## config.mk

```make
export PLATFORM = sky130hd
export DESIGN_NAME = periph_top
export DESIGN_NICKNAME = d
export VERILOG_FILES = /design/src/hw/periph_pkg.sv /design/src/hw/periph_top.sv /design/src/hw/read_return.sv /design/src/hw/byte_regs.sv /design/src/hw/gpio_regs.sv /design/src/hw/periph_decode.sv
export SDC_FILE = /design/constraint.sdc
export NUM_CORES = 1
export LEC_CHECK = 0
export BUFFER_PORTS_ARGS = -buffer_cell sky130_fd_sc_hd__buf_2
export CORE_ASPECT_RATIO = 0.5
export CORE_MARGIN = 2
export CORE_UTILIZATION = 50
export DETAILED_ROUTE_END_ITERATION = 8
export PLACE_DENSITY = 0.85
export SETUP_SLACK_MARGIN = 0.15
export SLEW_MARGIN = 20
export SYNTH_ARGS = -nofsm -noshare
export SYNTH_HDL_FRONTEND = slang
export SYNTH_SLANG_ARGS = --single-unit
export TNS_END_PERCENT = 1
```

## constraint.sdc

```tcl
create_clock -name clk -period 2.6 [get_ports clk]
set_input_delay 0.52 -clock clk [delete_from_list [all_inputs] [get_ports clk]]
set_output_delay 0.52 -clock clk [all_outputs]
set_load 0.01 [all_outputs]
```

## src/hw/periph_pkg.sv

```systemverilog
// ~~~~~~~~~~~~~~~~~~~~
// Peripheral hub package
// Widths, address map, access codes and the request and
// select structs shared by the peripheral register blocks
// ~~~~~~~~~~~~~~~~~~~~

package periph_pkg;

    // Plain vector types
    typedef logic [10:0] addr_t;
    typedef logic [31:0] word_t;
    typedef logic [7:0]  byte_t;
    typedef logic [7:0]  pins_t;
    typedef logic [3:0]  slot_t;
    typedef logic [5:0]  offset_t;

    // Top bit picks the simple group, low four bits pick the slot
    typedef logic [4:0]  func_sel_t;

    // Core width codes: 11 none, 00 byte, 01 halfword, 10 word
    typedef logic [1:0]  access_t;

    localparam access_t ACCESS_NONE = 2'b11;

    // Mapped slots
    localparam slot_t USER_SLOT_GPIO    = 4'd1;
    localparam slot_t SIMPLE_SLOT_BREGS = 4'd0;

    // Every pin comes out of reset driven by the GPIO output register
    localparam func_sel_t FUNC_GPIO = 5'd1;

    // GPIO register offsets
    localparam offset_t GPIO_OUT_OFS = 6'h00;
    localparam offset_t GPIO_IN_OFS  = 6'h04;

    localparam int NUM_PINS  = 8;
    localparam int NUM_BREGS = 4;

    // Request from the core
    typedef struct packed {
        addr_t   addr;
        word_t   wdata;
        access_t write_n;
        access_t read_n;
    } bus_req_t;

    // Decoded access
    typedef struct packed {
        logic    gpio_sel;
        logic    bregs_sel;
        logic    simple_space;
        offset_t offset;
        logic    wr;
        logic    rd;
    } periph_sel_t;

endpackage
```

## src/hw/periph_top.sv

```systemverilog
// ~~~~~~~~~~~~~~~~~~~~
// Peripheral hub top
// Address decode, GPIO and byte register blocks and the
// registered read return for the core's peripheral space
// ~~~~~~~~~~~~~~~~~~~~

`timescale 1ns/1ps

module periph_top (
    input  logic                 clk,
    input  logic                 rst_n,
    input  periph_pkg::bus_req_t i_req,
    input  periph_pkg::pins_t    i_ui_in,
    input  logic                 i_data_read_complete,
    output periph_pkg::word_t    o_data_out,
    output logic                 o_data_ready,
    output periph_pkg::pins_t    o_uo_out
);

    periph_pkg::periph_sel_t sel;
    periph_pkg::word_t       gpio_rdata;
    periph_pkg::byte_t       bregs_rdata;
    periph_pkg::pins_t       bregs_pins;

    periph_decode u_decode (
        .i_req (i_req),
        .o_sel (sel)
    );

    gpio_regs u_gpio (
        .clk            (clk),
        .rst_n          (rst_n),
        .i_sel          (sel),
        .i_wdata        (i_req.wdata),
        .i_ui_in        (i_ui_in),
        .i_simple0_pins (bregs_pins),
        .o_rdata        (gpio_rdata),
        .o_uo_out       (o_uo_out)
    );

    // Simple slots only see the low data byte
    byte_regs u_bregs (
        .clk     (clk),
        .rst_n   (rst_n),
        .i_sel   (sel),
        .i_wdata (i_req.wdata[7:0]),
        .o_rdata (bregs_rdata),
        .o_pins  (bregs_pins)
    );

    read_return u_read_return (
        .clk                  (clk),
        .rst_n                (rst_n),
        .i_sel                (sel),
        .i_gpio_rdata         (gpio_rdata),
        .i_bregs_rdata        (bregs_rdata),
        .i_data_read_complete (i_data_read_complete),
        .o_data_out           (o_data_out),
        .o_data_ready         (o_data_ready)
    );

endmodule

```

## src/hw/read_return.sv

```systemverilog
// ~~~~~~~~~~~~~~~~~~~~
// Read return stage
// Picks the addressed slot's data, registers it and holds it
// until the core signals read complete
// ~~~~~~~~~~~~~~~~~~~~

`timescale 1ns/1ps

module read_return (
    input  logic                    clk,
    input  logic                    rst_n,
    input  periph_pkg::periph_sel_t i_sel,
    input  periph_pkg::word_t       i_gpio_rdata,
    input  periph_pkg::byte_t       i_bregs_rdata,
    input  logic                    i_data_read_complete,
    output periph_pkg::word_t       o_data_out,
    output logic                    o_data_ready
);

    periph_pkg::word_t slot_data;
    periph_pkg::word_t data_r;
    logic              hold;
    logic              ready_r;
    logic              capture;

    // Unmapped slots return zero
    always_comb begin
        if (i_sel.gpio_sel) begin
            slot_data = i_gpio_rdata;
        end else if (i_sel.bregs_sel) begin
            slot_data = periph_pkg::word_t'(i_bregs_rdata);
        end else begin
            slot_data = '0;
        end
    end

    assign capture = !hold && i_sel.rd;

    always_ff @(posedge clk) begin
        if (!rst_n) begin
            hold    <= 1'b0;
            ready_r <= 1'b0;
        end else begin
            if (i_data_read_complete) begin
                hold <= 1'b0;
            end
            if (capture) begin
                hold <= 1'b1;
            end
            ready_r <= i_sel.rd;
        end
    end

    always_ff @(posedge clk) begin
        if (capture) begin
            data_r <= slot_data;
        end
    end

    assign o_data_out = data_r;

    // Reads are ready a cycle late since the data is registered, writes at once
    assign o_data_ready = ready_r || i_sel.wr;

endmodule

```

## src/hw/byte_regs.sv

```systemverilog
// ~~~~~~~~~~~~~~~~~~~~
// Byte register peripheral
// Four byte-wide registers in simple slot 0, register 0
// also feeds the pin mux
// ~~~~~~~~~~~~~~~~~~~~

`timescale 1ns/1ps

module byte_regs (
    input  logic                    clk,
    input  logic                    rst_n,
    input  periph_pkg::periph_sel_t i_sel,
    input  periph_pkg::byte_t       i_wdata,
    output periph_pkg::byte_t       o_rdata,
    output periph_pkg::pins_t       o_pins
);

    periph_pkg::byte_t regs [periph_pkg::NUM_BREGS];

    logic       in_range;
    logic [1:0] idx;

    assign in_range = (i_sel.offset < periph_pkg::NUM_BREGS);
    assign idx      = i_sel.offset[1:0];

    always_ff @(posedge clk) begin
        if (!rst_n) begin
            for (int b = 0; b < periph_pkg::NUM_BREGS; b++) begin
                regs[b] <= '0;
            end
        end else if (i_sel.bregs_sel && i_sel.wr && in_range) begin
            regs[idx] <= i_wdata;
        end
    end

    // Offsets past the last register read as zero
    assign o_rdata = in_range ? regs[idx] : '0;

    assign o_pins = regs[0];

endmodule

```

## src/hw/gpio_regs.sv

```systemverilog
// ~~~~~~~~~~~~~~~~~~~~
// GPIO register block
// Output register, input readback and eight per-pin function
// selects, plus the mux that drives the output pins
// ~~~~~~~~~~~~~~~~~~~~

`timescale 1ns/1ps

module gpio_regs (
    input  logic                    clk,
    input  logic                    rst_n,
    input  periph_pkg::periph_sel_t i_sel,
    input  periph_pkg::word_t       i_wdata,
    input  periph_pkg::pins_t       i_ui_in,
    input  periph_pkg::pins_t       i_simple0_pins,
    output periph_pkg::word_t       o_rdata,
    output periph_pkg::pins_t       o_uo_out
);

    periph_pkg::pins_t     gpio_out;
    periph_pkg::func_sel_t func_sel [periph_pkg::NUM_PINS];

    logic       out_hit;
    logic       in_hit;
    logic       func_hit;
    logic [2:0] func_idx;

    assign out_hit = (i_sel.offset == periph_pkg::GPIO_OUT_OFS);
    assign in_hit  = (i_sel.offset == periph_pkg::GPIO_IN_OFS);

    // Function selects live at 0x20..0x3C, one per word
    assign func_hit = i_sel.offset[5] && (i_sel.offset[1:0] == 2'b00);
    assign func_idx = i_sel.offset[4:2];

    always_ff @(posedge clk) begin
        if (!rst_n) begin
            gpio_out <= '0;
        end else if (i_sel.gpio_sel && i_sel.wr && out_hit) begin
            gpio_out <= i_wdata[7:0];
        end
    end

    always_ff @(posedge clk) begin
        if (!rst_n) begin
            for (int p = 0; p < periph_pkg::NUM_PINS; p++) begin
                func_sel[p] <= periph_pkg::FUNC_GPIO;
            end
        end else if (i_sel.gpio_sel && i_sel.wr && func_hit) begin
            func_sel[func_idx] <= i_wdata[4:0];
        end
    end

    // Readback, qualified by slot in the read-return stage
    always_comb begin
        o_rdata = '0;
        if (out_hit) begin
            o_rdata = periph_pkg::word_t'(gpio_out);
        end else if (in_hit) begin
            o_rdata = periph_pkg::word_t'(i_ui_in);
        end else if (func_hit) begin
            o_rdata = periph_pkg::word_t'(func_sel[func_idx]);
        end
    end

    // Per-pin source: user slot 1, simple slot 0, or nothing
    always_comb begin
        o_uo_out = '0;
        for (int p = 0; p < periph_pkg::NUM_PINS; p++) begin
            if (func_sel[p] == {1'b0, periph_pkg::USER_SLOT_GPIO}) begin
                o_uo_out[p] = gpio_out[p];
            end else if (func_sel[p] == {1'b1, periph_pkg::SIMPLE_SLOT_BREGS}) begin
                o_uo_out[p] = i_simple0_pins[p];
            end
        end
    end

endmodule

```

## src/hw/periph_decode.sv

```systemverilog
// ~~~~~~~~~~~~~~~~~~~~
// Peripheral address decode
// Splits the core address into space, slot and offset and
// turns the width codes into a write strobe and read level
// ~~~~~~~~~~~~~~~~~~~~

`timescale 1ns/1ps

module periph_decode (
    input  periph_pkg::bus_req_t    i_req,
    output periph_pkg::periph_sel_t o_sel
);

    periph_pkg::slot_t   slot;
    periph_pkg::offset_t offset;
    logic                simple_space;

    // Bit 10 selects the 16-byte simple slots, otherwise 64-byte user slots
    assign simple_space = i_req.addr[10];

    always_comb begin
        if (simple_space) begin
            slot   = i_req.addr[7:4];
            offset = {2'b00, i_req.addr[3:0]};
        end else begin
            slot   = i_req.addr[9:6];
            offset = i_req.addr[5:0];
        end
    end

    always_comb begin
        o_sel              = '0;
        o_sel.simple_space = simple_space;
        o_sel.offset       = offset;

        o_sel.gpio_sel  = !simple_space && (slot == periph_pkg::USER_SLOT_GPIO);
        o_sel.bregs_sel = simple_space && (slot == periph_pkg::SIMPLE_SLOT_BREGS);

        // Any width code other than none counts as an access
        o_sel.wr = (i_req.write_n != periph_pkg::ACCESS_NONE);
        o_sel.rd = (i_req.read_n != periph_pkg::ACCESS_NONE);
    end

endmodule

```

Word-level counts from Yosys, hierarchy flattened
Memory sizes are Yosys's and may differ from the RTL's.
Cells that the tools add are included.
Widths: inputs -> output; s select.
Operators by class
  magnitude comparators: 1
  equality and inequality tests: 20
  multiplexer cells: 39
  reductions and logical operators: 18
Operators with widths (count)
  $mux 32: 3
  $eq 5x1->1 const B: 8
  $eq 5x5->1 const B: 8
  $mux 1: 27
  $mux 8: 3
  $mux 5: 2
  $logic_and 1x1->1: 9
  $reduce_or 8->1: 1
  $eq 6x3->1 const B: 1
  $logic_not 6->1: 1
  $lt 6x3->1 const B: 1
  $mux 6: 1
  $reduce_or 5->1: 1
  $eq 4x1->1 const B: 1
  $logic_not 4->1: 1
  $mux 4: 1
  $ne 2x2->1 const B: 2
  $mux 3: 1
  $logic_not 1->1: 2
  $logic_not 2->1: 1
  $mux 2: 1
  $reduce_bool 2->1: 1
  $logic_or 1x1->1: 1
Storage, ports and cells
  output and inout bits: 41
  memories kept: 2
  bits in writable memories: 72
  input port bits: 58
  bits in registers: 42
  word-level logic and storage cells: 84
Memories
  u_gpio.func_sel: words 8, bits a word 5, read ports 9, clocked after Yosys merged registers in 0, wr ports 8, RTL line gpio_regs.sv:21  | periph_pkg::func_sel_t func_sel [periph_pkg::NUM_PINS];
  u_bregs.regs: words 4, bits a word 8, read ports 2, clocked after Yosys merged registers in 0, wr ports 4, RTL line byte_regs.sv:18  | periph_pkg::byte_t regs [periph_pkg::NUM_BREGS];

Longest topological paths before layout
Gate-level depths: netlist (run 1).
  depth in word-level cells: 10
  depth in mapped cells: 6
  depth with buffers taken out: 4

Modules after synthesis
From an unflattened synthesis (run 1), not the netlist that was laid out.
Second synthesis, totals
  cells, all modules: 452
  area total of the unflattened synthesis: 5651.7 um^2
By module, submodules not included
  gpio_regs: sequential area each 1361.3 um^2, cells each 248, instances 1, area an instance 2703.8 um^2
  byte_regs: sequential area each 960.9 um^2, cells each 112, instances 1, area an instance 1566.5 um^2
  read_return: sequential area each 1001.0 um^2, cells each 79, instances 1, area an instance 1281.2 um^2
  periph_decode: sequential area each 0.0 um^2, cells each 13, instances 1, area an instance 100.1 um^2

Least setup slack after synthesis (run 1)
Ideal clock, no wire load.
  kind: input port to flip-flop
  start point: input port i_req[36] (netlist name)
  end point: memory u_bregs.regs[1][0] (netlist name), enable pin
  data required time: 2202 ps
  slack: -58 ps
  setup time: 398 ps
  path buffers: 2
  arrival time: 2260 ps
  stages on the path: 4
  cells stage by stage: clkbuf_1 -> buf_2 -> inv_1 -> o41ai_1
RTL lines
  start, declared: RTL line periph_top.sv:12  | input periph_pkg::bus_req_t i_req,
  end, declared: RTL line byte_regs.sv:18

==> flow_metrics.tcl, run 1 <==
set metrics [dict create \
    finalCritPeriodShare_pct 83.9 \
    netlist_area_mm2 0.00484 \
    syn_inst 399 \
    grt_pass1_vias 3308 \
    hold_class "in2reg" \
    cts.clk_slew.worst_paths_ps 70 \
    root_buffer "clkbuf_16" \
    fp.coreArea_mm2 0.00942 \
    final.setup.tns_ps 0 \
    ioPinCount 99 \
    worstSetupPathType "reg2out" \
    cts_hold_buffers 0 \
    pwr-share-clk_pct 40.8 \
    cpPeakStageDelay_ps 480 \
    area_delta_synth_final_pct 13.3 \
    clock_latency_ps 350 \
    seqPwrFrac_pct 50.6 \
    ys_ff_latch 90 \
    cts_tree "built" \
    die_x_um 143 \
    cts_sinks 90 \
    irDropWorstVdd_v 0.000382 \
    die_y_um 73.5 \
    grt_overflow_total 0 \
    max_freq_ghz 0.458 \
    grt_first_pass_wirelength_um 18100 \
    fin_crit_ps 2180 \
    finalHoldViolCount 0 \
    cp.required_ps 2080 \
    post-cts-setup-buffers 0 \
    drt-total-wl_um 11500 \
    mostFrequentLayoutCell "edfxtp_1" \
    cts_resized 0 \
    rows 25 \
    leakage_uw 0.00200 \
    power.share.switching_pct 24.5 \
    setup-violations-final 0 \
    drtAntennaViolNets 0 \
    finalClockSkew_ps 9.02 \
    cts_buffers 9 \
    antenna_cells 0 \
    io_buffers 50 \
    internal_power_uw 2510 \
    worstPathArrival_ps 1660 \
    final_cell_mix "edfxtp_1, and2_1, buf_2" \
    vias 3408 \
    rsz0062_at_grt "false" \
    antenna_found_initial 0 \
    synth_edf_count 80 \
    nNetsFinal 508 \
    remaining_drc_errors 0 \
    status "finished clean" \
    drv_cap 0 \
    power.switching_uw 812 \
    wire_per_inst_um 19.4 \
    endpoint_kind "output pin" \
    tightest_slew_ps 755 \
    synth.distinct_cells 47 \
    drtIter0Drc 347 \
    slew_headroom_pct 49.7 \
    htreeDepth 3 \
    via_per_inst 5.78 \
    cp-start-kind "flop" \
    yosysSeqAreaShare_pct 53.8 \
    die_area_mm2 0.0105 \
    grt_max_degree 25 \
    postSynth.asyncResetShare_pct 0 \
    crit_buf_inv 1 \
    path_delay_family "compound AO/OA/AOI/OAI gates" \
    critPathSlowestCell "a2111oi_0" \
    slew_violations 0 \
    combPwrFrac_pct 8.6 \
    place_congestion 0.982 \
    cts.path.max_buffers 2 \
    start_util_pct 51.4 \
    grtUsageTotal_pct 23.7 \
    cp_cell_sequence "nand3b_1, a2111oi_0, buf_2" \
    synth_ff_type "edfxtp_1" \
    fin_util_pct 58.2 \
    avgSynthCellArea_um2 12.1 \
    yosys_warnings 0 \
    dr.pass1.iters 5 \
    power.density_mw_per_mm2 606 \
    hpwl_um 8340 \
    crit_fanout 3 \
    drive_gt1_share_pct 25.3 \
]
[worst reg2reg max path, cell delays in order, from the launching register on]
cell and delay (ps):
edfxtp_1 410, mux4_2 510, o22ai_1 180, o21ai_1 130
[power by group through the flow]
stage | logic [µW] | clock network [µW] | registers, µW
global placement | 273 | 0 | 1700
finish | 285 | 1360 | 1680
detailed placement | 280 | 0 | 1710
CTS | 283 | 1360 | 1680
floorplan | 200 | 0 | 1700
global route | 307 | 1430 | 1680
[worst paths after layout]
check | from | slack [ps] | cells after the start | to
worst max-delay path | u_gpio.func_sel[7][0] | 420 | 3 | o_uo_out[7]
worst min-delay path | i_data_read_complete | 460 | 3 | u_read_return.hold
worst max register to register | u_gpio.func_sel[6][1] | 1110 | 3 | u_read_return.o_data_out[1]
worst min register to register | u_gpio.gpio_out[3] | 510 | 2 | u_gpio.gpio_out[3]
[area by class of cell]
class / instances / area [µm²]
Clock inverter: 7 / 82.6
Sequential cell: 90 / 2600
Inverter: 8 / 30.0
Fill cell: 745 / 3940
Multi-Input combinational cell: 277 / 2010
Tap cell: 135 / 169
Clock buffer: 9 / 225
Timing Repair Buffer: 64 / 355
[synthesized netlist by cell type, types with 2 or more instances]
cell type,number,area share [%]
a2111oi_0,2,0.36
a21boi_0,6,0.93
a21boi_1,3,0.47
a21oi_1,2,0.21
a31oi_1,11,1.4
and2_1,68,8.8
buf_2,8,0.83
buf_4,26,4.0
clkbuf_1,13,1.0
dfxtp_1,10,4.1
edfxtp_1,80,50
inv_1,8,0.62
mux2_2,4,0.93
mux2i_1,8,1.7
mux4_2,13,6.1
nand2_1,23,1.8
nand2b_1,19,2.5
nand3_1,9,0.93
nand3b_1,4,0.62
nor2_1,9,0.70
nor2b_1,5,0.65
nor3_1,5,0.52
nor3_2,6,1.2
nor3b_2,2,0.52
nor4_1,6,0.78
nor4_4,4,1.8
o21ai_0,13,1.3
o21ai_1,5,0.52
o221ai_1,5,0.91
o22ai_1,5,0.65
[cell families after synthesis]
logic type | Yosys count | synth area share, %
and+or+nand+nor | 173 | 23.6
DFF | 90 | 53.8
AOI/OAI and AO/OA | 55 | 7.40
buffers and inverters | 55 | 6.49
muxes | 25 | 8.64
other | 1 | 0.0775
[through the flow]
step	setup WS [ps]	power, µW	hold slack [ps]	std cells	instance area, µm²
floorplan	309	1900	461	422	4930
global placement	318	1980	483	574	5170
detailed placement	207	1990	488	574	5170
CTS	487	3320	457	590	5480
global route	332	3420	474	590	5480
finish	418	3320	459	590	5480
[metal layers]
layer / track usage, % / routed length (µm)
met4: 8.91 / 359
met1: 30.5 / 4510
met5: 0 / 0
met3: 6.06 / 1100
met2: 39.3 / 5510
[state kept, by name, indices dropped and copies added (netlist names)]
register / flops
u_read_return.hold: 1
u_read_return.ready_r: 1
u_gpio.func_sel: 40
u_bregs.regs: 32
u_read_return.o_data_out: 8
u_gpio.gpio_out: 8
(Power assumes the default switching activity.)
==> run 2, diff against run 1 <==
--- a/config.mk
+++ b/config.mk
@@ -8,9 +8,9 @@
 export BUFFER_PORTS_ARGS = -buffer_cell sky130_fd_sc_hd__buf_2
 export CORE_ASPECT_RATIO = 0.5
 export CORE_MARGIN = 2
-export CORE_UTILIZATION = 50
+export CORE_UTILIZATION = 55
 export DETAILED_ROUTE_END_ITERATION = 8
-export PLACE_DENSITY = 0.85
+export PLACE_DENSITY = 0.88
 export SETUP_SLACK_MARGIN = 0.15
 export SLEW_MARGIN = 20
 export SYNTH_ARGS = -nofsm -noshare
==> constraint.sdc (replaced) <==
create_clock -name clk -period 2.04 [get_ports clk]
set_input_delay 0.408 -clock clk [delete_from_list [all_inputs] [get_ports clk]]
set_output_delay 0.408 -clock clk [all_outputs]
set_load 0.01 [all_outputs]
==> flow_metrics.tcl, run 2 (same netlist as run 1, synthesis figures left out) <==
set metrics [dict create \
    slew_violations 0 \
    root_buffer "clkbuf_16" \
    io_buffers 50 \
    worstSetupPathType "reg2out" \
    largest_reg_flops 40 \
    power.share.switching_pct 23.1 \
    routed.top_layer "met4" \
    finalCritPeriodShare_pct 94.6 \
    cts_tree "built" \
    die_area_mm2 0.00960 \
    cts_hold_buffers 0 \
    power.switching_uw 960 \
    worstPathArrival_ps 1520 \
    pwr-share-clk_pct 39.0 \
    r2r_setup_slack_ps 440 \
    drive_gt1_share_pct 28.7 \
    fin_crit_ps 1930 \
    seqPwrFrac_pct 51.6 \
    ioPinCount 99 \
    rows 24 \
    cp_cell_sequence "nand3b_1, a2111oi_4, buf_2" \
    finalClockSkew_ps 6.16 \
    finalHoldViolCount 0 \
    vias 3499 \
    hold_class "in2reg" \
    irDropWorstVdd_v 0.000474 \
    place_congestion 0.975 \
    cts_sinks 90 \
    via_per_inst 5.89 \
    grt_pass1_vias 3401 \
    r2r_cells 4 \
    area_delta_synth_final_pct 16.6 \
    critPathSlowestCell "edfxtp_1" \
    wire_per_inst_um 19.0 \
    start_util_pct 56.1 \
    combPwrFrac_pct 9.4 \
    post-place-ws_ps -118 \
    cpPeakStageDelay_ps 380 \
    grt_first_pass_wirelength_um 17700 \
    internal_power_uw 3190 \
    final_cell_mix "edfxtp_1, and2_1, buf_2" \
    antenna_found_initial 0 \
    worst_hold_slack_ps 325 \
    die_x_um 137 \
    fp.coreArea_mm2 0.00862 \
    drtIter0Drc 438 \
    wl_met2_um 5310 \
    top_regs "u_gpio.func_sel (40), u_bregs.regs (32)" \
    setup_ws_ps 111 \
    mostFrequentLayoutCell "edfxtp_1" \
    power.density_mw_per_mm2 736 \
    htreeDepth 3 \
    cp.required_ps 1630 \
    cts.clk_slew.worst_paths_ps 60 \
    dr.pass1.iters 6 \
    remaining_drc_errors 0 \
    leakage_uw 0.00211 \
    cts.path.max_buffers 2 \
    grt_max_degree 25 \
    max_freq_ghz 0.518 \
    cts_buffers 9 \
    clock_latency_ps 350 \
    drv_cap 0 \
    rsz0062_at_grt "true" \
    final.setup.tns_ps 0 \
    largest_register "u_gpio.func_sel" \
    nNetsFinal 530 \
    drtAntennaViolNets 0 \
    drt-total-wl_um 11300 \
    die_y_um 70.3 \
    crit_fanout 2 \
    power_uw 4150 \
    dr_wl_met3_um 1310 \
    grt_overflow_total 0 \
    slew_headroom_pct 64.1 \
    cp-start-kind "flop" \
    hold_path_depth 3 \
    setup-violations-final 0 \
    fin_util_pct 65.4 \
    hpwl_um 8400 \
    antenna_cells 0 \
    endpoint_kind "output pin" \
    drt-met1-wl_um 4360 \
    status "finished clean" \
    tightest_slew_ps 538 \
    grtUsageTotal_pct 25.4 \
]
run 2: final timing paths:
kind,startpoint,end
max,u_gpio.func_sel[6][4],o_uo_out[6]
min,i_data_read_complete,u_read_return.hold
max reg2reg,u_gpio.func_sel[7][0],u_read_return.o_data_out[0]
min reg2reg,u_gpio.gpio_out[3],u_gpio.gpio_out[3]
run 2: through the flow:
stage          instance area, µm²  std cells
2_1_floorplan                4940        422
6_report                     5640        594
3_5_place_dp                 5310        576
3_3_place_gp                 5310        576
5_1_grt                      5640        594
4_1_cts                      5620        594
run 2: routing by layer:
layer,vias to the layer above,GRT usage [%]
met5,-,0
met4,0,10.2
met3,34,7.04
met2,219,40.6
met1,1683,33.0
li1,1563,-
run 2: what timing repair did:
item	in CTS	in global routing
setup buffers	2	0
setup endpoints to repair	2	7
gates resized for setup	3	2
pin swaps	1	0
run 2: final cells by class:
| type | instances | area [µm²] |
|---|---|---|
| repair buffers | 86 | 520 |
| inverters | 8 | 30.0 |
| well taps | 117 | 146 |
| flip-flops and latches | 90 | 2600 |
| multi-input cells | 277 | 2050 |
| clock inverters | 5 | 55.1 |
| fillers | 601 | 2980 |
| clock buffers | 11 | 233 |
run 2: power by group through the flow:
stage	Clock [µW]	Sequential [µW]	Combinational [µW]
2_1_floorplan	0	2160	258
3_3_place_gp	0	2170	371
3_5_place_dp	0	2180	379
4_1_cts	1630	2140	385
5_1_grt	1690	2150	421
6_report	1620	2140	390
run 2: critical path: cells and delay by family (launching register included):
kind / cells / cell delay [ps]
compound gates: 1 / 370
buf+inv: 1 / 180
flops: 1 / 380
simple gates: 1 / 240
==> run 3, diff against run 2 <==
--- a/config.mk
+++ b/config.mk
@@ -10,6 +10,7 @@
 export CORE_MARGIN = 2
 export CORE_UTILIZATION = 55
 export DETAILED_ROUTE_END_ITERATION = 8
+export GPL_TIMING_DRIVEN = 0
 export PLACE_DENSITY = 0.88
 export SETUP_SLACK_MARGIN = 0.15
 export SLEW_MARGIN = 20
==> constraint.sdc (replaced) <==
create_clock -name clk -period 2.1 [get_ports clk]
set_input_delay 0.42 -clock clk [delete_from_list [all_inputs] [get_ports clk]]
set_output_delay 0.42 -clock clk [all_outputs]
set_load 0.01 [all_outputs]
==> flow_metrics.tcl, run 3 (same netlist as run 1, synthesis figures left out) <==
set metrics [dict create \
    status "finished clean" \
    endpoint_kind "flop" \
    cts.clk_slew.worst_paths_ps 60 \
    finalHoldViolCount 0 \
    critPathSlowestCell "nor4b_2" \
    grt_first_pass_wirelength_um 18400 \
    area_delta_synth_final_pct 17.5 \
    cts_sinks 90 \
    slew_violations 0 \
    antenna_found_initial 0 \
    post-cts-setup-buffers 0 \
    cpPeakStageDelay_ps 390 \
    r2r_cells 3 \
    die_y_um 70.3 \
    cp_cell_sequence "clkbuf_1, nor4b_2, nand4_4, nor3_4, nand2b_1" \
    drv_cap 0 \
    final_cell_area_mm2 0.00568 \
    grtUsageTotal_pct 26.7 \
    path_depth 5 \
    grt_overflow_total 0 \
    clock_latency_ps 350 \
    cp-start-kind "input port" \
    vias 3544 \
    die_x_um 137 \
    r2r_setup_slack_ps 590 \
    fin_crit_ps 1990 \
    crit_buf_inv 1 \
    grt_max_degree 15 \
    hold_class "in2reg" \
    multi_input_area_mm2 0.00205 \
    finalCritPeriodShare_pct 95.0 \
    grt_pass1_vias 3413 \
    via_per_inst 5.87 \
    mostFrequentLayoutCell "edfxtp_1" \
    cts.path.max_buffers 2 \
    slew_headroom_pct 37.0 \
    drt-total-wl_um 12200 \
    leakage_uw 0.00215 \
    final_cell_mix "edfxtp_1, and2_1, buf_2" \
    rsz0062_at_grt "true" \
    io_buffers 49 \
    fp.coreArea_mm2 0.00862 \
    worstPathArrival_ps 2020 \
    drtAntennaViolNets 0 \
    largest_reg_flops 40 \
    remaining_drc_errors 0 \
    start_util_pct 56.1 \
    irDropWorstVdd_v 0.000429 \
    fill_cells 632 \
    hold_path_depth 3 \
    power.density_mw_per_mm2 743 \
    place_congestion 0.918 \
    placed_area_mm2 0.00534 \
    top_regs "u_gpio.func_sel (40), u_bregs.regs (32)" \
    crit_fanout 8 \
    path_delay_family "simple AND/OR/NAND/NOR gates" \
    die_area_mm2 0.00960 \
    hpwl_um 9000 \
    cts_tree "built" \
    max_freq_ghz 0.501 \
    wire_per_inst_um 20.1 \
    root_buffer "clkbuf_16" \
    tightest_slew_ps 945 \
    setup-violations-final 0 \
    finalClockSkew_ps 3.41 \
    worst_hold_slack_ps 371 \
    register_area_mm2 0.00260 \
    rows 24 \
    drive_gt1_share_pct 28.1 \
    nNetsFinal 540 \
    largest_register "u_gpio.func_sel" \
    cts_buffers 9 \
    htreeDepth 3 \
    dr.pass1.iters 5 \
    power_uw 4220 \
    ioPinCount 99 \
    drtIter0Drc 481 \
    worstSetupPathType "in2reg" \
    cp.required_ps 2130 \
    antenna_cells 0 \
    final.setup.tns_ps 0 \
]
==> run 3: cell types whose count changed in the layout (fill, tap and decap cells not counted), sizes merged <==
cell | before | now
clkbuf | 11 | 24
buf | 86 | 83
bufinv | 1 | 2
clkinvlp | 2 | 1
==> run 3: layout make-up <==
| class | instances | share of cell area [%] |
|---|---|---|
| Buffer | 47 | 5.04 |
| Clock buffer | 11 | 4.27 |
| Clock inverter | 5 | 1.37 |
| Inverter | 8 | 0.529 |
| Multi-Input combinational cell | 277 | 36.1 |
| Sequential cell | 90 | 45.8 |
| Tap cell | 117 | 2.58 |
| Timing Repair Buffer | 49 | 4.32 |
==> run 3: worst register-to-register path: cells and delay by family, from the launching register on <==
| family | cells | cell delay (ps) |
|---|---|---|
| AOI/OAI and AO/OA | 1 | 80 |
| muxes | 1 | 530 |
| and+or+nand+nor | 1 | 140 |
| DFF | 1 | 520 |
==> run 3: through the flow <==
stage	setup slack [ps]	utilization, %	cells
2_1_floorplan	118	-	422
3_3_place_gp	-534	61.9	588
3_5_place_dp	-307	61.9	588
4_1_cts	102	65.8	604
5_1_grt	8.31	65.9	604
6_report	105	65.9	604
==> run 3: repair_timing <==
action	4_1_cts	5_1_grt
gates resized for setup	5	2
endpoints found under the hold margin	0	0
hold buffers	0	0
setup endpoints to repair	28	66
==> run 3: per-layer routing <==
| layer | track usage (%) | part of all wire [%] |
|---|---|---|
| met4 | 9.61 | 2.1 |
| met3 | 8.42 | 12 |
| met5 | 0 | 0 |
| met1 | 33.9 | 38 |
| met2 | 43.3 | 49 |
==> run 3: where the power goes <==
part | switching (µW) | internal [µW]
registers | 53.7 | 2030
clock network | 666 | 1070
logic | 237 | 162
total | 957 | 3260
==> run 3: worst paths after layout <==
check	startpoint	endpoint
hold / removal	i_req[7]	u_gpio.gpio_out[3]
hold reg to reg	u_gpio.gpio_out[4]	u_gpio.gpio_out[4]
setup reg to reg	u_bregs.regs[0][2]	u_read_return.o_data_out[2]
setup / recovery	i_req[36]	u_gpio.func_sel[5][1]
